$ cat config.mk
export PLATFORM = sky130hd
export DESIGN_NAME = view_control
export DESIGN_NICKNAME = d
export VERILOG_FILES = /design/src/hdl/mandel_pkg.sv /design/src/hdl/view_control.sv
export SDC_FILE = /design/constraint.sdc
export NUM_CORES = 1
export LEC_CHECK = 0
export BUFFER_PORTS_ARGS = -buffer_cell sky130_fd_sc_hd__buf_2
export CAP_MARGIN = 30
export CORE_ASPECT_RATIO = 0.6
export CORE_UTILIZATION = 30
export CTS_CLUSTER_DIAMETER = 120
export DETAILED_ROUTE_END_ITERATION = 8
export SLEW_MARGIN = 10
export SYNTH_ARGS = -nofsm -noshare
export SYNTH_HDL_FRONTEND = slang
export SYNTH_SLANG_ARGS = --single-unit
export TNS_END_PERCENT = 5
$ cat constraint.sdc
create_clock -name clk_sys -period 4.68 [get_ports clk_sys]
set_input_delay 0.234 -clock clk_sys [delete_from_list [all_inputs] [get_ports clk_sys]]
set_output_delay 0.234 -clock clk_sys [all_outputs]
set_load 0.01 [all_outputs]
$ cat src/hdl/mandel_pkg.sv
// mandelbrot maths definitions
// fixed-point format, iteration limit, starting view and navigation modes
package mandel_pkg;

    // fixed-point format, signed integer bits plus fraction
    localparam int FP_WIDTH = 25;  // total width
    localparam int FP_INT   = 4;   // integer bits incl. sign
    localparam int FP_FRAC  = FP_WIDTH - FP_INT;  // 21 fraction bits

    typedef logic signed [FP_WIDTH-1:0] fp_t;

    // escape-time iteration limit
    localparam int ITER_MAX = 255;
    typedef logic [$clog2(ITER_MAX+1)-1:0] iter_t;  // 8 bits

    // starting view for 16x8 pixels: x -2.5..1.25, y -1.0..0.75
    localparam fp_t X_START  = -fp_t'(5) <<< (FP_FRAC - 1);  // -2.5
    localparam fp_t Y_START  = -fp_t'(1) <<< FP_FRAC;        // -1.0
    localparam fp_t STEP_MAX = fp_t'(1) <<< (FP_FRAC - 2);   // 1/4, also the widest zoom

    // pan distance is step << MOVE_SHIFT
    localparam int MOVE_SHIFT = 2;  // four pixels

    // what up/down act on
    typedef enum logic [1:0] {
        HORIZONTAL,
        VERTICAL,
        ZOOM
    } view_mode_t;

endpackage

$ cat src/hdl/view_control.sv
// view control for the mandelbrot renderer
// button strobes pan or zoom the view, new views are checked then rendered
module view_control import mandel_pkg::*; (
    input  logic       clk_sys,
    input  logic       rst_sys,
    input  logic       btn_mode,  // cycle navigation mode
    input  logic       btn_up,
    input  logic       btn_dn,
    input  logic       busy,      // renderer running
    output logic       start,     // one-cycle render request
    output fp_t        x_start,   // left edge
    output fp_t        y_start,   // top edge
    output fp_t        step,      // per-pixel step
    output view_mode_t mode
);

    fp_t  x_start_p, y_start_p, step_p;  // candidate view
    logic changed_params;  // candidate waiting for commit
    logic render_required; // committed view not yet rendered
    logic accept;          // buttons are listened to
    fp_t  move;            // pan distance

    always_comb begin
        accept = !busy && !changed_params;
        move   = step <<< MOVE_SHIFT;
    end

    // candidate view, only loaded on an accepted strobe
    always_ff @(posedge clk_sys) begin
        if (accept) begin
            x_start_p <= x_start;  // unchanged unless a move below
            y_start_p <= y_start;
            step_p    <= step;
            case (mode)
                HORIZONTAL: begin
                    if (btn_up) x_start_p <= x_start - move;       // left
                    else if (btn_dn) x_start_p <= x_start + move;  // right
                end
                VERTICAL: begin
                    if (btn_up) y_start_p <= y_start - move;       // up
                    else if (btn_dn) y_start_p <= y_start + move;  // down
                end
                ZOOM: begin
                    if (btn_up) begin  // zoom out, keep centre
                        x_start_p <= x_start - (step <<< 3);
                        y_start_p <= y_start - (step <<< 2);
                        step_p    <= step <<< 1;
                    end else if (btn_dn) begin  // zoom in, keep centre
                        x_start_p <= x_start + (step <<< 2);
                        y_start_p <= y_start + (step <<< 1);
                        step_p    <= step >>> 1;
                    end
                end
                default: ;
            endcase
        end
    end

    // mode FSM, commit and render request
    always_ff @(posedge clk_sys) begin
        if (rst_sys) begin
            mode            <= HORIZONTAL;
            x_start         <= X_START;
            y_start         <= Y_START;
            step            <= STEP_MAX;
            changed_params  <= 1'b0;
            render_required <= 1'b1;  // draw the default view after reset
            start           <= 1'b0;
        end else begin
            if (accept) begin
                if (btn_up || btn_dn) changed_params <= 1'b1;
                if (btn_mode) begin
                    case (mode)
                        HORIZONTAL: mode <= VERTICAL;
                        VERTICAL:   mode <= ZOOM;
                        default:    mode <= HORIZONTAL;
                    endcase
                end
            end

            start <= 1'b0;
            if (changed_params && !busy) begin
                changed_params <= 1'b0;
                // refuse zooming too far either way
                if (step_p != '0 && step_p <= STEP_MAX) begin
                    x_start         <= x_start_p;
                    y_start         <= y_start_p;
                    step            <= step_p;
                    render_required <= 1'b1;
                end
            end else if (render_required) begin
                start           <= 1'b1;
                render_required <= 1'b0;
            end
        end
    end

endmodule

==> key figures <==
Run status
  – Status: finished, final reports clean

Worst setup path
  – Cells along the critical path: buf_4 > inv_1 > ha_1 > nor2b_1 > o31ai_1 > a211o_1 > a41o_1 > a21oi_1 > a41o_1 > o21a_1 > a22oi_1 > o21ai_0 > o2bb2ai_1
  – Worst-path maximum fanout: 12
  – Reg2reg path depth: 13
  – RR Endpoint: x_start_p[24]
  – Crit-path most repeated cell: a41o_1
  – Slowest CP cell: o31ai_1
  – Max incr delay on CP: 0.67 ns
  – Critical path type: register to register
  – Reg2Reg Setup Slack: 0.91 ns
  – Crit path launch type: register
  – RR Startpoint: step[1]
  – CP Buf/Inv Count: 2
  – CP endpoint kind: register
  – CP delay by family, top: compound AO/OA/AOI/OAI gates
  – Crit path DAT: 3.97 ns
  – Critical path data required time: 4.88 ns

Timing
  – Setup_tns: 0 ns
  – Slew Viols, Final: 0
  – RSZ-0062 raised after global routing: false
  – Fin crit period: 3.77 ns
  – Final setup fails: 0
  – Worst Tran Pin Value: 0.820 ns
  – Slew margin rel.: 44.9%
  – Tcrit/Tclk final: 80.5%
  – Hold Vio Cnt, Final: 0
  – Setup Skew: 0.0161 ns
  – Fmax: 266 MHz

Logic synthesis
  – EDFF count, synth: 75
  – Top post-synthesis cells by area: edfxtp_1, ha_1, dfxtp_1, a21oi_1, nand2_1
  – Post-Syn Instances: 1607
  – Synthesized area: 13100 sq um
  – Warnings, synthesis: 0
  – Synth Flop Type: dfxtp_1
  – Dominant cell type by area after synthesis: edfxtp_1
  – Avg Inst Size Synth: 8.16 sq um
  – Syn Nets: 1754
  – Yosys reg bits: 155
  – Post-synth top area share: 17.2%
  – Synth top cells by count: nand2_1, a21oi_1, ha_1
  – Synth async-reset ratio: 0%
  – Most numerous cell in the Yosys netlist: nand2_1
  – Netlist cell types: 83
  – Sequential-to-total area share from yosys stat: 29.4%

Die
  – Die ar.: 44600 sq um
  – Die H: 164 um
  – Row cnt: 58
  – Starting Density: 30.9%
  – Core ar.: 42500 sq um
  – Ports: 84
  – Chip width: 272 um

Placement
  – Cell Area, Placed: 14200 sq um
  – IO Port Bufs: 83
  – Dpl cells: 2208
  – DPL Wire Length: 35400 um
  – Gp weighted congestion: 0.952

Global route
  – Largest net degree at the start of global routing: 81
  – Antenna violations before repair: 0
  – Overflow after GRT: 0
  – Tot GR Track Use: 21.1%
  – Vias in the first global route: 11.4k
  – First-pass GRT wire length: 71500 um

Clocking
  – Post-CTS Setup Bufs: 0
  – CTS clock-pin slew for the worst setup and hold paths: 0.07 ns
  – CTS Buf Count: 17
  – Hold Buf Count CTS: 0
  – Root Driver: clkbuf_16
  – CTS tree: yes
  – CTS sink cnt: 155
  – Post_cts resized: 0
  – H-tree depth: 4
  – Max Root-Sink Buffers: 2
  – Clk_lat worst skew: 0.47 ns

Min path
  – Hold endpoint: changed_params
  – Hold Path Depth: 3
  – HP Start: busy
  – Min-Delay Path Class: input port to register

Route
  – Iteration-0 DRC Markers: 1437
  – Final WL: 47100 um
  – Detailed Routing Iterations Pass 1: 7
  – Drt wl/cell: 21.0 um
  – Antenna-violating nets left: 0
  – Via count: 12.8k
  – DRC errors left: 0
  – Via/cell ratio: 5.70

Final layout
  – Share of layout cells above drive strength 1: 10.6%
  – Layout Cells excl Fill: 2241
  – Final instance area: 14800 sq um
  – P&R area growth vs syn: 13.1%
  – Core Util, Final: 34.9%
  – Final net count: 1805
  – Antenna fix cells: 0

Job
  – Max-Cap Viols: 0

Power
  – Lkg Pwr: 6.06 nW
  – Cell Pwr Density: 255 nW/um^2
  – Total power: 3.78 mW
  – Worst VDD drop: 0.000208 V
routing by layer:
metal	wire length (um)	GRT usage, %	share of wire [%]
met1	23900	33.9	51
met5	0	0	0
met4	327	3.27	0.69
met3	4800	4.75	10
met2	18100	27.9	38
stage by stage:
| step | worst slack, ns | hold WS, ns |
|---|---|---|
| after floorplan | 0.496 | 0.381 |
| after global placement | 1.04 | 0.439 |
| after detailed placement | 1.02 | 0.445 |
| after CTS | 0.999 | 0.0495 |
| after global routing | 0.720 | 0.0636 |
| final | 0.914 | 0.0623 |
worst max-delay path by stage:
| stage | slack, ns | from | end | depth (start not counted) |
|---|---|---|---|---|
| after floorplan | 0.50 | changed_params | mode[0] | 4 |
| after CTS | 1.0 | step[1] | x_start_p[24] | 13 |
| after global routing | 0.72 | step[1] | x_start_p[24] | 13 |
| after detailed placement | 1.02 | step[1] | x_start_p[24] | 13 |
| after global placement | 1.04 | step[1] | x_start_p[24] | 13 |
| final | 0.91 | step[1] | x_start_p[24] | 13 |
final cells by class:
cell class / instances / area (sq um)
clock buffers: 19 / 453
clock inverters: 13 / 164
fillers: 4338 / 27600
inverters: 75 / 282
multi-input cells: 1292 / 8650
flip-flops and latches: 155 / 3850
well taps: 570 / 713
repair buffers: 117 / 711
worst reg2reg max path, cell delays in order (launching register included):
cell	delay, ns
dfxtp_1	0.31
buf_4	0.22
inv_1	0.20
ha_1	0.32
nor2b_1	0.14
o31ai_1	0.67
a211o_1	0.26
a41o_1	0.21
a21oi_1	0.13
a41o_1	0.30
o21a_1	0.19
a22oi_1	0.29
o21ai_0	0.15
o2bb2ai_1	0.15
cells by family (layout without fill, tap and decap cells):
kind of cell             count (synthesis)  count (layout)  share of synthesized area, %
AO/OA/AOI/OAI                          546             546                          27.3
XOR/XNOR                               105             105                          7.01
adder cells (fa/ha/maj)                141             141                          13.8
buffers and inverters                  160             224                          4.75
flip-flops                             155             155                          29.4
multiplexers                             5               5                         0.401
AND/OR/NAND/NOR                        495             495                          17.4
flip-flops by register name, summed over array words and instances (netlist names):
register and cells:
step 25, step_p 25, x_start 25, x_start_p 25
y_start 25, y_start_p 25, mode 2, changed_params 1
render_required 1, start 1
layout by cell type (no fill, tap or decap), types with 9 or more instances in the layout:
cell,netlist,routed
nand4_1,9,9
a22oi_1,50,50
o22ai_1,32,32
buf_4,2,32
o31ai_1,13,13
nor2b_1,24,23
nand2b_1,33,32
edfxtp_1,75,75
inv_1,72,72
a21o_1,24,24
nor3_1,34,34
o221ai_1,18,18
buf_2,6,83
nand3b_1,12,12
o21ai_0,82,82
xnor2_1,77,77
a211oi_1,11,11
xor2_1,28,28
nand2_1,217,217
dfxtp_1,80,80
nor2_1,92,91
a31oi_1,11,11
o211ai_1,10,10
o21a_1,12,12
nor4_1,10,10
nand3_1,24,24
ha_1,135,134
clkbuf_16,0,17
a21oi_1,180,180
o21bai_1,17,17
power breakdown:
group | leakage (nW) | switching, mW | total, mW | internal (mW)
clock network | 0.302 | 0.646 | 1.52 | 0.871
logic | 4.37 | 0.452 | 0.722 | 0.271
registers | 1.39 | 0.0429 | 1.54 | 1.49
total | 6.06 | 1.14 | 3.78 | 2.64
No activity file was read; power rests on OpenSTA's default activity.
