`src/hdl/fb_pkg.sv`:
```
// framebuffer definitions
// size, address and colour index types, address pipeline depth
package fb_pkg;

    localparam int FB_WIDTH  = 16;  // pixels per line
    localparam int FB_HEIGHT = 8;   // lines
    localparam int FB_PIXELS = FB_WIDTH * FB_HEIGHT;

    typedef logic [$clog2(FB_PIXELS)-1:0] fb_addr_t;  // 7 bits
    typedef logic [3:0] coord_t;  // pixel x or y
    typedef logic [7:0] cidx_t;   // colour index, same value as iteration count

    // cycles from draw to memory write enable
    localparam int ADDR_LAT = 3;

endpackage

```
`src/hdl/fb_store.sv`:
```
// framebuffer store
// three-stage address pipeline for writes, simple dual-port memory,
// registered read port
module fb_store import fb_pkg::*; (
    input  logic     clk_sys,
    input  logic     rst_sys,
    input  logic     draw,
    input  coord_t   px,
    input  coord_t   py,
    input  cidx_t    cidx,
    input  fb_addr_t rd_addr,
    output cidx_t    rd_data  // word at rd_addr, one cycle later
);

    cidx_t mem [FB_PIXELS];

    logic [ADDR_LAT-1:0] we_sr;    // draw delayed through the pipe
    cidx_t    cidx_d [ADDR_LAT];   // colour delayed alongside
    coord_t   x1, y1;              // stage 1
    coord_t   x2;                  // stage 2
    fb_addr_t row_base;            // stage 2, py * width
    fb_addr_t addr_wr;             // stage 3
    logic     we;

    always_comb we = we_sr[ADDR_LAT-1];

    // write enable shift, control only
    always_ff @(posedge clk_sys) begin
        if (rst_sys) begin
            we_sr <= '0;
        end else begin
            we_sr <= {we_sr[ADDR_LAT-2:0], draw};
        end
    end

    // address pipeline
    always_ff @(posedge clk_sys) begin
        x1       <= px;
        y1       <= py;
        row_base <= fb_addr_t'(y1 * FB_WIDTH);
        x2       <= x1;
        addr_wr  <= row_base + fb_addr_t'(x2);
        cidx_d[0] <= cidx;
        for (int i = 1; i < ADDR_LAT; i++) begin
            cidx_d[i] <= cidx_d[i-1];
        end
    end

    // memory write port
    always_ff @(posedge clk_sys) begin
        if (we) mem[addr_wr] <= cidx_d[ADDR_LAT-1];
    end

    // read port, independent of writes
    always_ff @(posedge clk_sys) begin
        rd_data <= mem[rd_addr];
    end

endmodule

```
`config.mk`:
```
export PLATFORM = sky130hd
export DESIGN_NAME = fb_store
export DESIGN_NICKNAME = d
export VERILOG_FILES = /design/src/hdl/fb_pkg.sv /design/src/hdl/fb_store.sv
export SDC_FILE = /design/constraint.sdc
export NUM_CORES = 1
export LEC_CHECK = 0
export BUFFER_PORTS_ARGS = -buffer_cell sky130_fd_sc_hd__clkbuf_2
export CAP_MARGIN = 20
export CORE_AREA = 2 2 304 306
export CTS_CLUSTER_DIAMETER = 120
export DETAILED_ROUTE_END_ITERATION = 7
export DIE_AREA = 0 0 306 308
export SYNTH_ARGS = -nofsm -noshare
export SYNTH_HDL_FRONTEND = slang
export SYNTH_SLANG_ARGS = --single-unit
```
`constraint.sdc`:
```
create_clock -name clk_sys -period 7.3 [get_ports clk_sys]
set_input_delay 0.365 -clock clk_sys [delete_from_list [all_inputs] [get_ports clk_sys]]
set_output_delay 0.365 -clock clk_sys [all_outputs]
set_load 0.02 [all_outputs]
```
==> impl_metrics.ini, run 1 <==
[outcome]
status = completed

[global_route]
grt_pass1_wl_um = 128200
grt_use_total_pct = 18.91
first_global_vias = 18371
grt_max_degree = 143
antenna_found_initial = 6
grt.overflow.total = 0

[synth]
yosysUniqueCellTypes = 17
synth_seq_cells = 1080
synth_cells = 1686
synth_nets = 1712
synth-seq-area-share_pct = 78.42
syn_area_per_cell_um2 = 24.11
synth_warnings = 0
syn_area_um2 = 40640

[cells_and_area]
syn_to_final_growth_pct = 13.11
drive_above_1_share_pct = 30.99
antenna-diode-count = 0
fill_cells = 7031
instances_no_fill = 3064
finalNetCount = 1814

[placement]
place_congestion = 0.7630
dp_hpwl_um = 50450
place_ws_ns = 3.492
dp_cells = 2844
port_buffers = 32

[timing]
timing.slew.headroom_pct = 29.84
finalSetupViolCount = 0
timing_hold_violations_final = 0
slew_viol_final = 0
post-route-period-util_pct = 41.78
finalCriticalPeriod_ns = 3.050
rsz0062_at_grt = false
fin_ws_ns = 4.250
setup_tns_ns = 0
fmax_ghz = 0.3279
tightest_slew_ns = 1.052
skew_ns = 0.03763

[die]
initial_core_util_pct = 44.68
ios = 34
die_h_um = 308
die_x_um = 306
core-area_um2 = 90970
rows = 111
dieArea_um2 = 94250

[detailed_routing]
drt_iter0_drc = 1839
dr_wl_met3_um = 5934
drt.antenna.violating_nets = 0
routed.top_layer = met5
first_pass_iters = 5
drt-wirelength-per-cell_um = 28.46
route.detailed.drc = 0
route.vias.total = 17714
dr_wl_met2_um = 41230
viasPerCell = 5.781
wl_met1_um = 38120
routed_wl_um = 87190

[power]
leakage_uw = 0.01408
vdd_drop_max_uv = 185.5
pwr_density_cell_nw_per_um2 = 279.4

[setup_path]
endpoint_kind = register
worstSetupPathType = in -> reg
worstPathRequired_ns = 7.85
cp_max_fo = 54
worst_setup_path_start_kind = input pin
crit_arrival_ns = 3.60

[clocking]
path_clk_slew_ns = 0.06
cts_tree = built
clock_latency_ns = 0.67
cts_inserted_buffers = 109
root_buffer = clkbuf_16
clockBufferDepth = 3
h-tree-depth = 3
clock-sinks = 1080
cts_setup_buffers = 0

[hold_path]
hold_class = in -> reg

[run]
cap_violations = 0
[worst max-delay path, stage by stage]
cell and delay (ns):
buf_8 0.47, buf_4 0.67, mux4_2 0.63, mux4_2 0.53
mux4_2 0.54, mux2_2 0.28
[synthesized netlist by cell type]
| library cell | count | share of area (%) |
|---|---|---|
| buf_1 | 22 | 0.20 |
| nand3_1 | 12 | 0.15 |
| mux4_2 | 336 | 19 |
| clkbuf_1 | 39 | 0.36 |
| buf_2 | 21 | 0.26 |
| or3_1 | 1 | 0.015 |
| dfxtp_1 | 56 | 2.8 |
| edfxtp_1 | 1024 | 76 |
| nand4_1 | 3 | 0.046 |
| buf_4 | 4 | 0.074 |
| nand2b_1 | 2 | 0.031 |
| nor2b_1 | 10 | 0.15 |
| mux2_2 | 8 | 0.22 |
| nand2_1 | 14 | 0.13 |
| buf_6 | 3 | 0.083 |
| nor3_1 | 9 | 0.11 |
| nor2_1 | 122 | 1.1 |
[power breakdown]
part           leakage (µW)  switching (µW)  internal [µW]  total [µW]
registers           0.00967            59.8           6800        6860
clock network       0.00174            2300           3160        5470
logic               0.00267             290            233         523
[placed cells by master (no fill, tap or decap), types with 14 or more instances in the layout]
| master | count |
|---|---|
| buf_4 | 27 |
| clkinv_1 | 22 |
| dfxtp_1 | 48 |
| clkbuf_16 | 111 |
| nor2_1 | 122 |
| nand2_1 | 14 |
| clkinv_2 | 26 |
| dlygate4sd3_1 | 17 |
| clkbuf_2 | 28 |
| edfxtp_1 | 1024 |
| mux4_2 | 336 |
| clkbuf_1 | 16 |
[layer usage]
metal	GRT usage [%]	vias up
met1	27.92	9579
met2	29.35	588
li1	-	7409
met4	4.972	6
met5	0	-
met3	3.477	132
[final timing paths]
path	to	start	cells past startpoint	slack [ns]
min reg2reg	cidx_d[0][20]$_DFF_P_	cidx_d[0][12]$_DFF_P_	0	0.32
max	rd_data[3]$_DFF_P_	rd_addr[0]	6	4.25
min	rd_data[3]$_DFF_P_	rd_addr[5]	2	0.11
max reg2reg	mem[21][1]$_DFFE_PP_	addr_wr[1]$_DFF_P_	3	4.31
[cell type report]
cell class,instances,area (µm²),area share [%]
clock buffer,129,2865,6.233
sequential,1080,31900,69.39
tap,1186,1484,3.228
clock inverter,72,673.1,1.464
multi-input combinational,517,8393,18.26
timing repair buffer,80,655.6,1.426
[flip-flops by register name (all words and copies together) (netlist names)]
name / flops
we_sr: 3
row_base: 3
x2: 4
rd_data: 8
addr_wr: 7
y1: 3
mem: 1024
x1: 4
cidx_d: 24
[what timing repair did]
item,4_1_cts,5_1_grt
gates resized for setup,0,0
hold endpoints to repair,18,0
endpoints found under the setup margin,0,0
hold buffers,17,0
[metrics by stage]
| step | area, µm² | hold WS [ns] | util [%] | power, µW |
|---|---|---|---|---|
| 6_report | 45970 | 0.1126 | 50.54 | 12850 |
| 3_3_place_gp | 42220 | 0.3108 | 46.41 | 7501 |
| 2_1_floorplan | 40640 | 0.3096 | - | 7307 |
| 5_1_grt | 45970 | 0.1161 | 50.54 | 13210 |
| 3_5_place_dp | 42220 | 0.3121 | 46.41 | 7513 |
| 4_1_cts | 45920 | 0.07131 | 50.48 | 12970 |
[cell families (layout without fill, tap and decap cells)]
kind of cell	count (synthesis)	count (layout)	synth area share (%)
flops	1080	1080	78.42
buf+inv	89	281	0.9790
mux	344	344	18.84
simple gates	173	173	1.761
(Power assumes the default switching activity.)
==> run 2, diff against run 1 <==
==> constraint.sdc (replaced) <==
create_clock -name clk_sys -period 3.2 [get_ports clk_sys]
set_input_delay 0.16 -clock clk_sys [delete_from_list [all_inputs] [get_ports clk_sys]]
set_output_delay 0.16 -clock clk_sys [all_outputs]
set_load 0.02 [all_outputs]
==> impl_metrics.ini, run 2 (synthesized netlist as in run 1, its figures left out) <==
[power]
pwr_density_cell_nw_per_um2 = 620.5
leakage_uw = 0.01485
vdd_drop_max_uv = 429.8
p_total_uw = 29240

[clocking]
clock_latency_ns = 0.69
cts_inserted_buffers = 108
clock-sinks = 1080
path_clk_slew_ns = 0.06
root_buffer = clkbuf_16
ctsResizeCount = 0
h-tree-depth = 3
cts_tree = built
clockBufferDepth = 3

[detailed_routing]
route.detailed.drc = 0
drt_iter0_drc = 2088
route.vias.total = 18315
routed_wl_um = 89010
drt.antenna.violating_nets = 0
viasPerCell = 5.732
drt-wirelength-per-cell_um = 27.86
first_pass_iters = 7

[hold_path]
hold_class = in -> reg

[die]
core-area_um2 = 90970
rows = 111
die_h_um = 308
die_x_um = 306
initial_core_util_pct = 44.68
ios = 34
dieArea_um2 = 94250

[setup_path]
crit_arrival_ns = 2.87
slowest_delay_ns = 0.69
worstSetupPathType = reg -> reg
endpoint_kind = register
slowest_stage = nor2_1
worst_setup_path_start_kind = register
cp_max_fo = 8
path_cells = nor2b_1 -> nand2_1 -> nor2_1
worstPathRequired_ns = 3.51

[run]
cap_violations = 0

[timing]
finalCriticalPeriod_ns = 2.564
tightest_slew_ns = 0.8847
timing_hold_violations_final = 0
finalSetupViolCount = 0
timing.slew.headroom_pct = 41.02
post-route-period-util_pct = 80.13
rsz0062_at_grt = false
skew_ns = 0.02102
fmax_ghz = 0.3900
setup_tns_ns = 0
slew_viol_final = 0

[placement]
dp_hpwl_um = 54190
port_buffers = 32
dp_cells = 2978
place_congestion = 0.8094
place_area_um2 = 43460

[cells_and_area]
antenna-diode-count = 0
final_common_cell = edfxtp_1
fill_cells = 6932
reg_top3 = mem: 1024 flops, cidx_d: 24 flops, rd_data: 8 flops
fin_util_pct = 51.80
drive_above_1_share_pct = 35.39
largest_register_ffs = 1024
register_area_um2 = 31900
fin_area_um2 = 47120
finalNetCount = 1946
multiInputGateArea_um2 = 8373
final_cell_mix = edfxtp_1 (1024), mux4_2 (336), buf_4 (140), nor2_1 (122), clkbuf_16 (113)
instances_no_fill = 3195
top_register = mem
syn_to_final_growth_pct = 15.95

[global_route]
grt_use_total_pct = 19.23
grt_pass1_wl_um = 130100
grt_max_degree = 129
first_global_vias = 18750
antenna_found_initial = 4
grt.overflow.total = 0

[outcome]
status = completed
## run 2: cell count changes in the layout (fill, tap and decap cells not counted), moves of 3 or more
cell	change
clkbuf_1	-3
clkinv_8	+3
buf_4	+113
nor3_1	+3
bufinv_16	-3
nor3_2	-3
clkinv_2	+4
buf_12	+20
## run 2: critical path, delay by kind of cell (launching register included)
| kind | cells | cell delay (ns) |
|---|---|---|
| flops | 1 | 0.55 |
| simple gates | 3 | 1.62 |
## run 2: worst paths after layout
path	startpoint	endpoint	slack, ns	cells past startpoint
max reg2reg	addr_wr[3]$_DFF_P_	mem[42][2]$_DFFE_PP_	0.64	3
max	addr_wr[3]$_DFF_P_	mem[42][2]$_DFFE_PP_	0.64	3
min reg2reg	cidx_d[0][11]$_DFF_P_	cidx_d[0][19]$_DFF_P_	0.32	0
min	py[1]	y1[1]$_DFF_P_	0.11	2
## run 2: repair_timing
action | 4_1_cts | 5_1_grt
hold buffers | 18 | 0
hold endpoints to repair | 26 | 0
setup buffers | 0 | 0
## run 2: routing by layer
metal | wire length [µm] | global-route usage (%) | part of all wire (%)
met1 | 38330 | 27.84 | 43
met2 | 43150 | 30.78 | 48
met3 | 6108 | 3.243 | 6.9
met4 | 1399 | 4.731 | 1.6
met5 | 24 | 0 | 0.027
## run 2: where the power goes
part           switching [µW]  leakage (µW)  internal (µW)
clock network            5310       0.00172           7010
logic                     675       0.00345            591
registers                 147       0.00967          15500
## run 2: cell type report
type / count / share of cell area [%]
clock buffer: 126 / 6.104
multi-input combinational: 517 / 17.77
sequential: 1080 / 67.70
tap: 1186 / 3.149
clock inverter: 73 / 1.280
timing repair buffer: 213 / 4.004
## run 2: through the flow
stage               hold slack [ns]  setup WS, ns
global route                 0.1014        0.5527
global placement             0.2653        0.3217
floorplan                    0.1877        0.5567
CTS                         0.07324        0.6807
detailed placement           0.2648        0.3138
finish                       0.1065        0.6357
