**src/hdl/mandel_pkg.sv**
```systemverilog
// mandelbrot maths definitions
// fixed-point format, iteration limit, starting view and navigation modes
package mandel_pkg;

    // fixed-point format, signed integer bits plus fraction
    localparam int FP_WIDTH = 25;  // total width
    localparam int FP_INT   = 4;   // integer bits incl. sign
    localparam int FP_FRAC  = FP_WIDTH - FP_INT;  // 21 fraction bits

    typedef logic signed [FP_WIDTH-1:0] fp_t;

    // escape-time iteration limit
    localparam int ITER_MAX = 255;
    typedef logic [$clog2(ITER_MAX+1)-1:0] iter_t;  // 8 bits

    // starting view for 16x8 pixels: x -2.5..1.25, y -1.0..0.75
    localparam fp_t X_START  = -fp_t'(5) <<< (FP_FRAC - 1);  // -2.5
    localparam fp_t Y_START  = -fp_t'(1) <<< FP_FRAC;        // -1.0
    localparam fp_t STEP_MAX = fp_t'(1) <<< (FP_FRAC - 2);   // 1/4, also the widest zoom

    // pan distance is step << MOVE_SHIFT
    localparam int MOVE_SHIFT = 2;  // four pixels

    // what up/down act on
    typedef enum logic [1:0] {
        HORIZONTAL,
        VERTICAL,
        ZOOM
    } view_mode_t;

endpackage

```
**src/hdl/fb_pkg.sv**
```systemverilog
// framebuffer definitions
// size, address and colour index types, address pipeline depth
package fb_pkg;

    localparam int FB_WIDTH  = 16;  // pixels per line
    localparam int FB_HEIGHT = 8;   // lines
    localparam int FB_PIXELS = FB_WIDTH * FB_HEIGHT;

    typedef logic [$clog2(FB_PIXELS)-1:0] fb_addr_t;  // 7 bits
    typedef logic [3:0] coord_t;  // pixel x or y
    typedef logic [7:0] cidx_t;   // colour index, same value as iteration count

    // cycles from draw to memory write enable
    localparam int ADDR_LAT = 3;

endpackage

```
**src/hdl/mandel_iter.sv**
```systemverilog
// escape-time iteration core
// iterates z = z^2 + c from z = 0, one step per cycle, returns the count
module mandel_iter import mandel_pkg::*; (
    input  logic  clk_sys,
    input  logic  rst_sys,
    input  logic  iter_start,  // load c and begin
    input  fp_t   cx,
    input  fp_t   cy,
    output logic  iter_done,   // count valid, one cycle
    output iter_t count
);

    fp_t  cx_r, cy_r;  // latched point
    fp_t  x, y;        // current z
    logic running;

    logic signed [2*FP_WIDTH-1:0] xx_full, yy_full, xy_full;
    fp_t  xx, yy, xy;  // products back in fp format
    logic stop;        // escaped or out of iterations
    logic advance;

    always_comb begin
        xx_full = x * x;
        yy_full = y * y;
        xy_full = x * y;
        // arithmetic shift by FP_FRAC then truncate
        xx = xx_full[FP_FRAC +: FP_WIDTH];
        yy = yy_full[FP_FRAC +: FP_WIDTH];
        xy = xy_full[FP_FRAC +: FP_WIDTH];
        stop = ((xx + yy) > (fp_t'(4) <<< FP_FRAC)) || (count == iter_t'(ITER_MAX));
        advance = running && !stop;
    end

    // z datapath
    always_ff @(posedge clk_sys) begin
        if (iter_start) begin
            cx_r <= cx;
            cy_r <= cy;
            x    <= '0;
            y    <= '0;
        end else if (advance) begin
            x <= xx - yy + cx_r;        // re: x^2 - y^2 + cx
            y <= (xy <<< 1) + cy_r;     // im: 2xy + cy
        end
    end

    // control and count
    always_ff @(posedge clk_sys) begin
        if (rst_sys) begin
            running   <= 1'b0;
            iter_done <= 1'b0;
            count     <= '0;
        end else begin
            iter_done <= 1'b0;
            if (iter_start) begin
                running <= 1'b1;
                count   <= '0;
            end else if (advance) begin
                count <= count + 1'b1;
            end else if (running) begin  // stop condition hit
                running   <= 1'b0;
                iter_done <= 1'b1;
            end
        end
    end

endmodule

```
**src/hdl/render_scan.sv**
```systemverilog
// framebuffer scanner
// walks the pixels in raster order, runs the iteration core on each one
// and emits a draw strobe per result
module render_scan import mandel_pkg::*, fb_pkg::*; (
    input  logic   clk_sys,
    input  logic   rst_sys,
    input  logic   start,
    input  fp_t    x_start,
    input  fp_t    y_start,
    input  fp_t    step,
    output logic   busy,
    output logic   done,  // picture finished, one cycle
    output logic   draw,  // px/py/cidx valid
    output coord_t px,
    output coord_t py,
    output cidx_t  cidx
);

    typedef enum logic [1:0] {IDLE, WAIT, DRAIN} scan_state_t;
    scan_state_t state;

    fp_t    x0, step_r;  // latched view
    fp_t    cx, cy;      // running coordinates
    coord_t col, row;    // current pixel
    logic   iter_start;
    logic   iter_done;
    iter_t  count;
    logic   load;        // accept a new render
    logic   pix_done;    // result back for current pixel
    logic   last_pix;
    logic [$clog2(ADDR_LAT+1)-1:0] drain_cnt;  // waits out store latency

    always_comb begin
        load     = (state == IDLE) && start;
        pix_done = (state == WAIT) && iter_done;
        last_pix = (col == coord_t'(FB_WIDTH-1)) && (row == coord_t'(FB_HEIGHT-1));
    end

    mandel_iter mandel_iter_inst (
        .clk_sys,
        .rst_sys,
        .iter_start,
        .cx,
        .cy,
        .iter_done,
        .count
    );

    // coordinates and draw payload
    always_ff @(posedge clk_sys) begin
        if (load) begin
            x0     <= x_start;
            step_r <= step;
            cx     <= x_start;
            cy     <= y_start;
            col    <= '0;
            row    <= '0;
        end else if (pix_done) begin
            px   <= col;
            py   <= row;
            cidx <= cidx_t'(count);
            if (col == coord_t'(FB_WIDTH-1)) begin  // next line
                col <= '0;
                row <= row + 1'b1;
                cx  <= x0;
                cy  <= cy + step_r;
            end else begin
                col <= col + 1'b1;
                cx  <= cx + step_r;
            end
        end
    end

    // scan FSM
    always_ff @(posedge clk_sys) begin
        if (rst_sys) begin
            state      <= IDLE;
            busy       <= 1'b0;
            done       <= 1'b0;
            draw       <= 1'b0;
            iter_start <= 1'b0;
            drain_cnt  <= '0;
        end else begin
            done       <= 1'b0;
            draw       <= 1'b0;
            iter_start <= 1'b0;
            case (state)
                IDLE: if (start) begin
                    busy       <= 1'b1;
                    iter_start <= 1'b1;  // first pixel (0,0)
                    state      <= WAIT;
                end
                WAIT: if (iter_done) begin
                    draw <= 1'b1;
                    if (last_pix) begin
                        drain_cnt <= '0;
                        state     <= DRAIN;
                    end else begin
                        iter_start <= 1'b1;  // cx/cy step on the same edge
                    end
                end
                DRAIN: begin
                    if (int'(drain_cnt) == ADDR_LAT) begin  // last write is in memory
                        done  <= 1'b1;
                        busy  <= 1'b0;
                        state <= IDLE;
                    end else begin
                        drain_cnt <= drain_cnt + 1'b1;
                    end
                end
                default: state <= IDLE;
            endcase
        end
    end

endmodule

```
**config.mk**
```make
export PLATFORM = sky130hd
export DESIGN_NAME = render_scan
export DESIGN_NICKNAME = d
export VERILOG_FILES = /design/src/hdl/mandel_pkg.sv /design/src/hdl/fb_pkg.sv /design/src/hdl/mandel_iter.sv /design/src/hdl/render_scan.sv
export SDC_FILE = /design/constraint.sdc
export NUM_CORES = 2
export LEC_CHECK = 0
export BUFFER_PORTS_ARGS = -buffer_cell sky130_fd_sc_hd__clkbuf_2
export CAP_MARGIN = 20
export CORE_MARGIN = 1
export CORE_UTILIZATION = 56
export CTS_CLUSTER_DIAMETER = 80
export DETAILED_ROUTE_END_ITERATION = 7
export GPL_TIMING_DRIVEN = 1
export HOLD_SLACK_MARGIN = 0.1
export PLACE_DENSITY = 0.72
export SYNTH_ARGS = -nofsm -noshare
export SYNTH_HDL_FRONTEND = slang
export SYNTH_HIERARCHICAL = 1
export SYNTH_SLANG_ARGS = --single-unit
```
**constraint.sdc**
```tcl
create_clock -name clk_sys -period 13.74 [get_ports clk_sys]
set_input_delay 2.061 -clock clk_sys [delete_from_list [all_inputs] [get_ports clk_sys]]
set_output_delay 2.061 -clock clk_sys [all_outputs]
set_load 0.03 [all_outputs]
```
==> results.yml <==
synth:
  yosysWarnings: 6
  muxShareOfSynthArea_pct: 0.793
  synth_flop_cell: "edfxtp_1"
  synth_edf_count: 166
  synth_compound_area_share_pct: 5.77
  synthTopCellsByArea: "fa_1 48%, inv_1 10%, ha_1 9.3%"
  synth_seq_cells: 242
  synth_cells: 7772
  synth.distinct_cells: 102
  async_flop_share_pct: 0
  synth_nets: 10150
  yosysTopAreaCell: "fa_1"
  synth_adder_area_share_pct: 57.1
  synth_area_sq_um: 73500
  synth-simple-area-share_pct: 12.2
  synth_xor_area_share_pct: 3.01
  ys_seq_area_share_pct: 8.85
  synth_top_family_by_area: "adder cells"
  synth_top_area_share_pct: 47.8
  postSynthAreaPerCell_sq_um: 9.46
detailed_routing:
  vias_per_cell: 5.47
  drt_iter0_drc: 3452
  drcViolationCount: 0
  dr.pass1.iters: 6
  num_vias: 51573
  wl_um: 188000
  ant_nets: 0
  avgRoutedWirePerCell_um: 20.0
die:
  die_area_sq_um: 133000
  start_util_pct: 56.6
  ios: 97
  coreArea_sq_um: 130000
  die_height_um: 364
  num_rows: 132
  die_w_um: 364
setup_path:
  reg2reg_slack_ns: 1.16
  arrival_ns: 13.03
  cp_common_cell: "fa_1"
  worstSetupStartpointType: "register"
  slowest_delay_ns: 1.05
  r2r_start: "mandel_iter_inst/y[3]$_SDFFE_PP0P_"
  criticalPathCategory: "reg -> reg"
  worstReg2RegEnd: "mandel_iter_inst/x[16]$_SDFFE_PP0P_"
  reg2reg_depth: 43
  worst-path-max-fanout: 63
  endpoint_kind: "register"
  critPathRequiredTime_ns: 14.18
  slowest_stage: "dfxtp_1"
place:
  hpwl_um: 152000
  numPortBuffers: 96
  place.gp.congestion: 0.947
sta:
  finalCritPeriodShare_pct: 91.6
  worst_pin_slew_ns: 1.12
  slew_violations: 0
  fin_setup_tns_ns: 0
  max_freq_mhz: 79.5
  setup_viol: 0
  layout_min_cycle_time_ns: 12.58
  hold_violations: 0
  rsz0062_at_grt: "no"
  slew_headroom_pct: 25.3
  fin_skew_ns: 0.0123
global_route:
  grt_max_degree: 72
  antenna_found_initial: 4
  grt_pass1_wl_um: 306000
  grt_usage_pct: 30.0
  grt_pass1_vias: 56911
  use_met1_pct: 37.3
  grt_busiest_layer: "met2"
  grt.met2_usage_pct: 50.6
  globalRouteOverflowTotal: 0
  grt.met3_usage_pct: 4.64
min_path:
  min_to: "mandel_iter_inst/iter_done$_SDFF_PP0_"
  hold_start: "mandel_iter_inst/running$_SDFFE_PP0P_"
  hp-class: "reg -> reg"
  min_delay_path_depth: 2
cts:
  clkTransAtPathRegs_ns: 0.06
  post_cts.repair.setup_buffers: 0
  clockRootBuffer: "clkbuf_16"
  cts_resized: 0
  clockBufferDepth: 3
  cts_tree: "built"
  clkSinkCount: 242
  worstSkewPairLatency_ns: 0.58
  numCtsBuffers: 30
  postCtsHoldBufs: 0
  htree_num_levels: 1
cells_and_area:
  syn2layout_area_growth_pct: 4.16
  layout_common_cells: "2050 x inv_1, 1756 x fa_1, 860 x nand2_1, 544 x ha_1, 425 x and2_1"
  layout-drive-gt1-share_pct: 4.40
  fin_nets: 10042
  layout_commonest_cell: "inv_1"
job:
  cap_violations: 0
outcome:
  status: "completed"
worst max-delay path, delay by kind of cell (launching register included):
family | cells | cell delay (ns)
AND/OR/NAND/NOR | 7 | 1.52
multiplexers | 1 | 0.29
AO/OA/AOI/OAI | 17 | 4.05
flip-flops | 1 | 1.05
XOR/XNOR | 1 | 0.20
buffers and inverters | 8 | 1.14
adder cells (fa/ha/maj) | 9 | 4.11
registers in the layout, summed over array words and instances, names as in the netlist, 4 cells and up:
signal,count
cx,25
cidx,8
px,4
mandel_iter_inst/cx_r,25
mandel_iter_inst/y,25
mandel_iter_inst/count,8
cy,25
x0,25
py,4
mandel_iter_inst/x,25
row,4
mandel_iter_inst/cy_r,25
step_r,25
col,4
worst max-delay path by stage:
stage,start,endpoint,depth (start not counted)
2_1_floorplan,mandel_iter_inst/y[2]$_SDFFE_PP0P_,mandel_iter_inst/y[0]$_SDFFE_PP0P_,45
3_3_place_gp,mandel_iter_inst/y[3]$_SDFFE_PP0P_,mandel_iter_inst/y[17]$_SDFFE_PP0P_,43
3_5_place_dp,mandel_iter_inst/y[3]$_SDFFE_PP0P_,mandel_iter_inst/y[14]$_SDFFE_PP0P_,43
4_1_cts,mandel_iter_inst/y[3]$_SDFFE_PP0P_,mandel_iter_inst/x[16]$_SDFFE_PP0P_,43
5_1_grt,mandel_iter_inst/y[3]$_SDFFE_PP0P_,mandel_iter_inst/y[8]$_SDFFE_PP0P_,43
6_report,mandel_iter_inst/y[3]$_SDFFE_PP0P_,mandel_iter_inst/x[16]$_SDFFE_PP0P_,43
synth_stat cells (7+ instances only):
cell and n:
clkinv_1 8, clkbuf_1 275, buf_2 7, nor2_1 319, edfxtp_1 166, xnor2_1 187, a21o_1 61, nand3_1 55
o21ai_1 13, o21a_1 24, nor3_1 49, fa_1 1756, xor2_1 66, nand2b_1 38, o21ai_0 101, nor2b_1 53
mux2i_1 56, and2_1 425, a211oi_1 20, or3_1 14, dfxtp_1 76, nor4_1 8, o2111ai_1 7, o22ai_1 7
buf_1 19, inv_1 2050, o31ai_1 7, o21bai_1 26, a211o_1 9, a31oi_1 33, or2_2 11, a211oi_2 10
o211ai_1 22, a31o_2 11, a21oi_1 187, ha_1 544, nand2_1 860, nand4_1 29, and3_1 24
cell type report:
class,instances,area (sq um)
Multi-Input combinational cell,5161,58000
Fill cell,11179,53200
Inverter,2060,7730
Sequential cell,242,6570
Tap cell,1742,2180
Timing Repair Buffer,169,1040
Clock buffer,42,905
Clock inverter,14,126
Antenna cell,2,5.00
through the flow:
stage                     hold slack [ns]  setup WS [ns]  std cells  cell area [sq um]  utilization [%]
after detailed placement            0.428           1.37       9374              75600             58.2
final                               0.437           1.16       9432              76600             59.0
after CTS                           0.434           1.31       9430              76600             59.0
after global routing                0.466          0.535       9430              76600             59.0
after global placement              0.420           1.51       9374              75600             58.2
after floorplan                     0.410           3.07       7772              73500                -
layer usage:
metal | vias to the layer above | part of all wire [%] | wire length, um
li1 | 22834 | - | -
met1 | 26395 | 37 | 70600
met2 | 1841 | 49 | 91600
met3 | 495 | 7.3 | 13700
met4 | 8 | 6.6 | 12400
met5 | - | 0.028 | 53
logic make-up (layout without fill, tap and decap cells):
logic type | Yosys count | in the layout
buffers and inverters | 2369 | 2285
AOI/OAI and AO/OA | 629 | 629
adders and majority gates | 2304 | 2304
muxes | 58 | 58
and+or+nand+nor | 1917 | 1917
other | 0 | 2
xor gates and xnor gates | 253 | 253
DFF | 242 | 242
Power is not shown: default switching activity piles up to over one toggle a cycle in this logic, so the estimate is an artifact.
